<file path="config.mk">
export PLATFORM = sky130hd
export DESIGN_NAME = alu_cluster_top
export DESIGN_NICKNAME = d
export VERILOG_FILES = /design/src/hdl/ooo_pkg.sv /design/src/hdl/tag_alloc.sv /design/src/hdl/reg_status.sv /design/src/hdl/add_sub_rs.sv /design/src/hdl/alu_cluster_top.sv
export SDC_FILE = /design/constraint.sdc
export NUM_CORES = 1
export LEC_CHECK = 0
export BUFFER_PORTS_ARGS = -buffer_cell sky130_fd_sc_hd__buf_2
export CORE_MARGIN = 4
export CORE_UTILIZATION = 40
export CTS_BUF_LIST = sky130_fd_sc_hd__clkbuf_2
export CTS_CLUSTER_SIZE = 24
export DETAILED_ROUTE_END_ITERATION = 8
export SETUP_SLACK_MARGIN = 0.4
export SLEW_MARGIN = 20
export SYNTH_ARGS = -nofsm -noshare
export SYNTH_HDL_FRONTEND = slang
export SYNTH_SLANG_ARGS = --single-unit
</file>
<file path="constraint.sdc">
create_clock -name clk -period 5.41 [get_ports clk]
set_input_delay 1.082 -clock clk [delete_from_list [all_inputs] [get_ports clk]]
set_output_delay 1.082 -clock clk [all_outputs]
set_load 0.05 [all_outputs]
</file>
<file path="src/hdl/ooo_pkg.sv">
package ooo_pkg;

	localparam int DATA_WIDTH     = 32;
	localparam int TAG_WIDTH      = 3;
	localparam int N_TAG          = 2**TAG_WIDTH;
	localparam int N_REG          = 8;
	localparam int REG_ADDR_WIDTH = 3;
	localparam int OP_WIDTH       = 3;
	localparam int IMM_WIDTH      = 16;
	localparam int RS_DEPTH       = 2;

	typedef logic [DATA_WIDTH-1:0]     data_t;
	typedef logic [TAG_WIDTH-1:0]      rob_tag_t;
	typedef logic [REG_ADDR_WIDTH-1:0] reg_addr_t;
	typedef logic [OP_WIDTH-1:0]       add_sub_op_t;  // [0] imm, [1] sub, [2] B << 2

	//////////////////////////////
	// Instruction word views

	typedef struct packed {
		add_sub_op_t op;
		reg_addr_t   rd;
		reg_addr_t   rs;
		reg_addr_t   rt;
		logic [DATA_WIDTH-OP_WIDTH-3*REG_ADDR_WIDTH-1:0] unused;
	} inst_reg_t;

	typedef struct packed {
		add_sub_op_t op;
		reg_addr_t   rd;
		reg_addr_t   rs;
		logic [DATA_WIDTH-OP_WIDTH-2*REG_ADDR_WIDTH-IMM_WIDTH-1:0] unused;
		logic signed [IMM_WIDTH-1:0] imm;
	} inst_imm_t;

	// op[0] picks the view
	typedef union packed {
		inst_reg_t r;
		inst_imm_t i;
	} inst_word_u;

endpackage

</file>
<file path="src/hdl/tag_alloc.sv">
`timescale 1ns/1ps

module tag_alloc (
	input  logic              clk,
	input  logic              reset,
	input  logic              issue_fire,
	input  logic              cdb_valid,
	input  ooo_pkg::rob_tag_t cdb_tag,
	output ooo_pkg::rob_tag_t alloc_tag,
	output logic              tag_free_any
);
	import ooo_pkg::*;

	logic [N_TAG-1:0] busy;  // One bit per tag in flight

	// Lowest free tag wins
	always_comb begin
		alloc_tag    = '0;
		tag_free_any = 1'b0;
		for (int i = N_TAG-1; i >= 0; i--) begin
			if (!busy[i]) begin
				alloc_tag    = rob_tag_t'(i);
				tag_free_any = 1'b1;
			end
		end
	end

	// A broadcast tag is still busy here, so it never equals alloc_tag
	always_ff @(posedge clk) begin
		if (reset) begin
			busy <= '0;
		end else begin
			if (cdb_valid) begin
				busy[cdb_tag] <= 1'b0;
			end
			if (issue_fire) begin
				busy[alloc_tag] <= 1'b1;
			end
		end
	end

endmodule

</file>
<file path="src/hdl/reg_status.sv">
`timescale 1ns/1ps

module reg_status (
	input  logic                clk,
	input  logic                reset,
	input  ooo_pkg::inst_word_u inst,
	input  logic                issue_fire,
	input  ooo_pkg::rob_tag_t   alloc_tag,
	input  logic                cdb_valid,
	input  ooo_pkg::rob_tag_t   cdb_tag,
	input  ooo_pkg::data_t      cdb_data,
	input  logic                reg_wr_en,
	input  ooo_pkg::reg_addr_t  reg_wr_addr,
	input  ooo_pkg::data_t      reg_wr_data,
	output logic                src_valid [1:0],
	output ooo_pkg::rob_tag_t   src_tag [1:0],
	output ooo_pkg::data_t      src_data [1:0]
);
	import ooo_pkg::*;

	data_t            value [N_REG];
	rob_tag_t         tag [N_REG];  // Producer of the pending value
	logic [N_REG-1:0] busy;

	reg_addr_t        rs;
	reg_addr_t        rt;
	reg_addr_t        rd;
	logic [N_REG-1:0] wb_hit;
	logic [N_REG-1:0] ren_hit;

	// Same positions in both views
	assign rs = inst.r.rs;
	assign rd = inst.r.rd;
	assign rt = inst.r.rt;  // Ignored downstream in immediate form

	//////////////////////////////
	// Source read

	assign src_valid[0] = !busy[rs];
	assign src_tag[0]   = tag[rs];
	assign src_data[0]  = value[rs];

	assign src_valid[1] = !busy[rt];
	assign src_tag[1]   = tag[rt];
	assign src_data[1]  = value[rt];

	//////////////////////////////
	// Rename and writeback

	always_comb begin
		for (int r = 0; r < N_REG; r++) begin
			wb_hit[r]  = cdb_valid && busy[r] && tag[r] == cdb_tag;
			ren_hit[r] = issue_fire && rd == reg_addr_t'(r);
		end
	end

	always_ff @(posedge clk) begin
		if (reset) begin
			busy <= '0;
		end else begin
			for (int r = 0; r < N_REG; r++) begin
				if (ren_hit[r]) begin
					busy[r] <= 1'b1;  // New producer beats the old broadcast
				end else if (wb_hit[r]) begin
					busy[r] <= 1'b0;
				end
			end
		end
	end

	always_ff @(posedge clk) begin
		for (int r = 0; r < N_REG; r++) begin
			if (wb_hit[r]) begin
				value[r] <= cdb_data;
			end
			if (ren_hit[r]) begin
				tag[r] <= alloc_tag;
			end
		end
		// Init only, target is never busy
		if (reg_wr_en) begin
			value[reg_wr_addr] <= reg_wr_data;
		end
	end

endmodule

</file>
<file path="src/hdl/add_sub_rs.sv">
`timescale 1ns/1ps

module add_sub_rs (
	input  logic                clk,
	input  logic                reset,
	input  ooo_pkg::inst_word_u inst,
	input  logic                inst_valid,  // Already qualified by the top level
	input  ooo_pkg::rob_tag_t   alloc_tag,
	input  logic                src_valid [1:0],
	input  ooo_pkg::rob_tag_t   src_tag [1:0],
	input  ooo_pkg::data_t      src_data [1:0],
	input  logic                cdb_ready,
	output logic                issue_space,
	output logic                cdb_valid,
	output ooo_pkg::rob_tag_t   cdb_tag,
	output ooo_pkg::data_t      cdb_data
);
	import ooo_pkg::*;

	// Held entries, filled from index 0; operand 0 is A, operand 1 is B
	logic     e_valid [RS_DEPTH];
	rob_tag_t e_tag [RS_DEPTH];
	logic     e_sub [RS_DEPTH];
	logic     e_sl2 [RS_DEPTH];
	logic     opd_valid [RS_DEPTH][2];
	rob_tag_t opd_tag [RS_DEPTH][2];
	data_t    opd_data [RS_DEPTH][2];

	// Next state candidates, woken entries first and the new one last
	logic     c_valid [RS_DEPTH+1];
	rob_tag_t c_tag [RS_DEPTH+1];
	logic     c_sub [RS_DEPTH+1];
	logic     c_sl2 [RS_DEPTH+1];
	logic     c_opv [RS_DEPTH+1][2];
	rob_tag_t c_opt [RS_DEPTH+1][2];
	data_t    c_opd [RS_DEPTH+1][2];

	logic [1:0]          pick [RS_DEPTH];
	logic                fill1;
	logic [RS_DEPTH-1:0] rdy;
	logic                sel;
	logic                dispatch;
	add_sub_op_t         op;
	data_t               sext_imm;

	assign op       = inst.r.op;
	assign sext_imm = data_t'($signed(inst.i.imm));

	//////////////////////////////
	// Entry build and wakeup

	always_comb begin
		c_valid[RS_DEPTH] = inst_valid;
		c_tag[RS_DEPTH]   = alloc_tag;
		c_sub[RS_DEPTH]   = op[1];
		c_sl2[RS_DEPTH]   = op[2];

		c_opt[RS_DEPTH][0] = src_tag[1];  // A from rt
		if (op[0]) begin
			c_opv[RS_DEPTH][0] = 1'b1;
			c_opd[RS_DEPTH][0] = sext_imm;
		end else if (src_valid[1]) begin
			c_opv[RS_DEPTH][0] = 1'b1;
			c_opd[RS_DEPTH][0] = src_data[1];
		end else begin
			c_opv[RS_DEPTH][0] = cdb_valid && cdb_tag == src_tag[1];  // Same cycle catch
			c_opd[RS_DEPTH][0] = cdb_data;
		end

		c_opt[RS_DEPTH][1] = src_tag[0];  // B from rs
		c_opv[RS_DEPTH][1] = src_valid[0] || (cdb_valid && cdb_tag == src_tag[0]);
		c_opd[RS_DEPTH][1] = (src_valid[0] ? src_data[0] : cdb_data) << (op[2] ? 2 : 0);

		for (int j = 0; j < RS_DEPTH; j++) begin
			c_valid[j] = e_valid[j];
			c_tag[j]   = e_tag[j];
			c_sub[j]   = e_sub[j];
			c_sl2[j]   = e_sl2[j];
			for (int k = 0; k < 2; k++) begin
				c_opv[j][k] = opd_valid[j][k] || (cdb_valid && opd_tag[j][k] == cdb_tag);
				c_opt[j][k] = opd_tag[j][k];
			end
			c_opd[j][0] = opd_valid[j][0] ? opd_data[j][0] : cdb_data;
			c_opd[j][1] = opd_valid[j][1] ? opd_data[j][1] : cdb_data << (e_sl2[j] ? 2 : 0);
		end
	end

	//////////////////////////////
	// Dispatch and compaction

	always_comb begin
		for (int j = 0; j < RS_DEPTH; j++) begin
			rdy[j] = e_valid[j] && opd_valid[j][0] && opd_valid[j][1];
		end
	end

	assign sel         = !rdy[0];  // Oldest ready first
	assign dispatch    = |rdy && cdb_ready;
	assign issue_space = dispatch || !e_valid[RS_DEPTH-1];

	always_comb begin
		if (dispatch && !sel) begin
			pick[0] = e_valid[1] ? 2'd1 : 2'd2;  // Shift entry 1 down
			pick[1] = 2'd2;
			fill1   = e_valid[1];
		end else if (dispatch) begin
			pick[0] = 2'd0;
			pick[1] = 2'd2;
			fill1   = 1'b1;
		end else begin
			pick[0] = e_valid[0] ? 2'd0 : 2'd2;
			pick[1] = e_valid[1] ? 2'd1 : 2'd2;
			fill1   = e_valid[0];  // Entry 1 only ever follows entry 0
		end
	end

	always_ff @(posedge clk) begin
		if (reset) begin
			for (int j = 0; j < RS_DEPTH; j++) begin
				e_valid[j] <= 1'b0;
			end
			cdb_valid <= 1'b0;
		end else begin
			e_valid[0] <= c_valid[pick[0]];
			e_valid[1] <= fill1 && c_valid[pick[1]];
			cdb_valid  <= dispatch;
		end
	end

	always_ff @(posedge clk) begin
		for (int j = 0; j < RS_DEPTH; j++) begin
			e_tag[j] <= c_tag[pick[j]];
			e_sub[j] <= c_sub[pick[j]];
			e_sl2[j] <= c_sl2[pick[j]];
			for (int k = 0; k < 2; k++) begin
				opd_valid[j][k] <= c_opv[pick[j]][k];
				opd_tag[j][k]   <= c_opt[pick[j]][k];
				opd_data[j][k]  <= c_opd[pick[j]][k];
			end
		end
		cdb_tag  <= e_tag[sel];
		cdb_data <= e_sub[sel] ? opd_data[sel][0] - opd_data[sel][1]
		                       : opd_data[sel][0] + opd_data[sel][1];
	end

endmodule

</file>
<file path="src/hdl/alu_cluster_top.sv">
`timescale 1ns/1ps

module alu_cluster_top (
	input  logic                clk,
	input  logic                reset,
	input  logic                inst_valid,
	input  ooo_pkg::inst_word_u inst,
	input  logic                cdb_ready,
	input  logic                reg_wr_en,
	input  ooo_pkg::reg_addr_t  reg_wr_addr,
	input  ooo_pkg::data_t      reg_wr_data,
	output logic                inst_ready,
	output logic                cdb_valid,
	output ooo_pkg::rob_tag_t   cdb_tag,
	output ooo_pkg::data_t      cdb_data
);
	import ooo_pkg::*;

	logic     issue_space;
	logic     tag_free_any;
	logic     issue_fire;
	rob_tag_t alloc_tag;
	logic     src_valid [1:0];
	rob_tag_t src_tag [1:0];
	data_t    src_data [1:0];

	//////////////////////////////
	// Issue handshake

	assign inst_ready = issue_space && tag_free_any && !reset;
	assign issue_fire = inst_valid && inst_ready;

	tag_alloc u_tag_alloc (
		.clk          (clk),
		.reset        (reset),
		.issue_fire   (issue_fire),
		.cdb_valid    (cdb_valid),
		.cdb_tag      (cdb_tag),
		.alloc_tag    (alloc_tag),
		.tag_free_any (tag_free_any)
	);

	reg_status u_reg_status (
		.clk         (clk),
		.reset       (reset),
		.inst        (inst),
		.issue_fire  (issue_fire),
		.alloc_tag   (alloc_tag),
		.cdb_valid   (cdb_valid),  // CDB loops back here
		.cdb_tag     (cdb_tag),
		.cdb_data    (cdb_data),
		.reg_wr_en   (reg_wr_en),
		.reg_wr_addr (reg_wr_addr),
		.reg_wr_data (reg_wr_data),
		.src_valid   (src_valid),
		.src_tag     (src_tag),
		.src_data    (src_data)
	);

	add_sub_rs u_add_sub_rs (
		.clk         (clk),
		.reset       (reset),
		.inst        (inst),
		.inst_valid  (issue_fire),
		.alloc_tag   (alloc_tag),
		.src_valid   (src_valid),
		.src_tag     (src_tag),
		.src_data    (src_data),
		.cdb_ready   (cdb_ready),
		.issue_space (issue_space),
		.cdb_valid   (cdb_valid),
		.cdb_tag     (cdb_tag),
		.cdb_data    (cdb_data)
	);

endmodule

</file>
==> impl_metrics.env <==
export IMPL_p_leak_nw=11.88
export IMPL_clockBufferDepth=3
export IMPL_ir_worst_vdd_mv=0.2916
export IMPL_port_buffers=104
export IMPL_gr_usage_all_layers_pct=22.56
export IMPL_ctsResizeCount=0
export IMPL_syn_instance_count=2599
export IMPL_drtAntennaViolNets=0
export IMPL_synth_nets=2703
export IMPL_synthArstFlopShare_pct=0
export IMPL_final_nets=2765
export IMPL_final_cell_mix="edfxtp_1, mux2_2, nand2_1"
export IMPL_dieArea_sq_um=77730
export IMPL_synth_seq_cells=488
export IMPL_rsz0062_at_grt="false"
export IMPL_htree_levels=4
export IMPL_synth_compound_area_share_pct=11.81
export IMPL_critPathSlowestCell="a2111oi_1"
export IMPL_cp_cell_sequence="and3_4, buf_12, mux2i_1, o311ai_0, xnor2_1, ha_1, a21oi_1, a2111oi_1, o21ai_0, nand3_1, nand4_1, a21oi_1, a31oi_1, xnor2_1"
export IMPL_cts_root_buf="clkbuf_2"
export IMPL_fmax_mhz=209.2
export IMPL_drt_wl_total_um=89890
export IMPL_min_path_type="input pin to flop"
export IMPL_critPathLaunchType="flop"
export IMPL_place_worst_setup_slack_ns=0.5762
export IMPL_cts_clk_slew_worst_paths_ns=0.10
export IMPL_cts_sinks=488
export IMPL_die_x_um=278.8
export IMPL_place_gp_congestion=0.8385
export IMPL_timing_setup_tns_ns=0
export IMPL_drtIter0Drc=1958
export IMPL_synth_top_family_by_area="multiplexers"
export IMPL_dp_hpwl_um=57310
export IMPL_finalMaxSlewViolations=0
export IMPL_die_y_um=278.8
export IMPL_critical_path_top_delay_family="compound AO/OA/AOI/OAI gates"
export IMPL_via_count=22170
export IMPL_avgSynthCellArea_sq_um=11.29
export IMPL_power_per_cell_area_nw_per_um2=389.3
export IMPL_synth_mux_area_share_pct=27.88
export IMPL_required_ns=6.58
export IMPL_io_pin_count=109
export IMPL_drv_cap=0
export IMPL_finalPower_w=0.01244
export IMPL_yosys_area_share_adder_pct=1.390
export IMPL_postCtsHoldBufs=0
export IMPL_tightest_slew_ns=1.113
export IMPL_grt_max_degree=77
export IMPL_drc=0
export IMPL_slew_headroom_pct=25.55
export IMPL_cts_setup_buffers=0
export IMPL_slowest_delay_ns=0.86
export IMPL_end_kind="flop"
export IMPL_grt_ovfl_total=0
export IMPL_arrival_ns=5.95
export IMPL_synth_ff_type="edfxtp_1"
export IMPL_seq_area_frac_synth_pct=43.61
export IMPL_post_route_min_period_ns=4.779
export IMPL_insertion_delay_ns=1.28
export IMPL_path_buf_inv=1
export IMPL_cts_tree="done"
export IMPL_grt_pass1_wl_um=134600
export IMPL_drive_gt1_share_pct=29.02
export IMPL_rows=99
export IMPL_clock_skew_final_ns=0.09932
export IMPL_ys_types=68
export IMPL_hold_violations=0
export IMPL_path_max_fanout=69
export IMPL_initial_core_util_pct=40.28
export IMPL_viasPerCell=5.977
export IMPL_core_area_sq_um=72830
export IMPL_wl_per_cell_um=24.23
export IMPL_ys_top_cells_by_area="edfxtp_1, dfxtp_1, mux4_2, mux2_2, mux2i_1"
export IMPL_setup_viol=0
export IMPL_synth_top_cell_area_share_pct=30.91
export IMPL_grt_pass1_vias=22460
export IMPL_synth_edf_count=302
export IMPL_synthSimpleGateAreaFrac_pct=8.893
export IMPL_cts_made_buffers=132
export IMPL_syn_to_final_growth_pct=8.897
export IMPL_synth_area_sq_um=29330
export IMPL_ys_warn_count=0
export IMPL_post_route_period_util_pct=88.34
export IMPL_crit_type="flop to flop"
export IMPL_synth_xor_area_share_pct=3.135
export IMPL_antenna_found_initial=14
export IMPL_synth_top_cell_by_area="edfxtp_1"
export IMPL_mostFrequentLayoutCell="edfxtp_1"
export IMPL_setup_slack_ns=0.6309
export IMPL_outcome="completed"
export IMPL_drt_first_pass_iters=6
## worst register-to-register path, cell delays in order (launching register included)
cell	delay (ns)
dfxtp_1	0.40
and3_4	0.41
buf_12	0.40
mux2i_1	0.48
o311ai_0	0.26
xnor2_1	0.21
ha_1	0.38
a21oi_1	0.12
a2111oi_1	0.86
o21ai_0	0.33
nand3_1	0.20
nand4_1	0.18
a21oi_1	0.24
a31oi_1	0.13
xnor2_1	0.14
## Yosys cell counts, types with 65 or more instances
cell        n
o211ai_1   83
nand2_1   240
mux2_2    257
a21oi_1   164
mux2i_1   204
edfxtp_1  302
clkbuf_1  178
dfxtp_1   186
nor2_1    173
mux4_2    144
a211oi_1   65
## flip-flops by register name, indices dropped and copies added (netlist names), 3 cells and up, named ones only
register                cells
u_reg_status.busy           8
u_add_sub_rs.cdb_data      32
u_add_sub_rs.cdb_tag        3
u_add_sub_rs.opd_data     128
u_tag_alloc.busy            8
u_reg_status.value        256
u_reg_status.tag           24
u_add_sub_rs.opd_valid      4
## routing by layer
metal | up-vias | part of all wire (%) | wire [um] | global-route usage [%]
li1 | 10090 | - | - | -
met1 | 11080 | 41 | 37110 | 29.20
met2 | 859 | 48 | 42820 | 37.09
met3 | 134 | 8.9 | 8020 | 6.421
met4 | 12 | 2.1 | 1862 | 6.538
met5 | - | 0.087 | 78 | 0
## kinds of logic after synthesis
kind of cell | after synthesis
XOR/XNOR | 105
adder cells (fa/ha/maj) | 32
flip-flops | 488
buffers and inverters | 245
AND/OR/NAND/NOR | 582
AO/OA/AOI/OAI | 542
multiplexers | 605
## cell type report
class | instances | area, sq um
fill | 6815 | 40890
multi-input combinational | 1866 | 15710
sequential | 488 | 12800
tap | 959 | 1200
timing repair buffer | 156 | 983.4
clock buffer | 187 | 935.9
clock inverter | 29 | 240.2
inverter | 17 | 63.81
antenna | 8 | 20.02
## path summary, 6_finish.rpt
path / start / endpoint / slack (ns) / cells past startpoint
worst max-delay path: flop / u_add_sub_rs.cdb_data[29] / 0.63 / 14
worst min-delay path: inst[4] / u_add_sub_rs.opd_data[0][36] / 0.19 / 3
worst max register to register: flop / u_add_sub_rs.cdb_data[29] / 0.63 / 14
worst min register to register: flop / u_add_sub_rs.cdb_tag[0] / 0.45 / 2
## power breakdown
group          leakage, nW  switching [W]  internal (W)
Sequential            4.33       0.000924       0.00466
Clock                0.881        0.00158       0.00111
Combinational         6.68        0.00227       0.00189
Total                 11.9        0.00477       0.00766
## through the flow
stage / hold WS, ns / util [%] / cells / cell area, sq um
CTS: 0.007433 / 43.81 / 3702 / 31910
global route: 0.05430 / 43.84 / 3705 / 31930
global placement: 0.4187 / 42.18 / 3486 / 30720
finish: 0.1899 / 43.86 / 3710 / 31940
detailed placement: 0.4353 / 42.20 / 3486 / 30730
floorplan: 0.4081 / - / 2599 / 29330
Power figures use the tool's default switching activity.
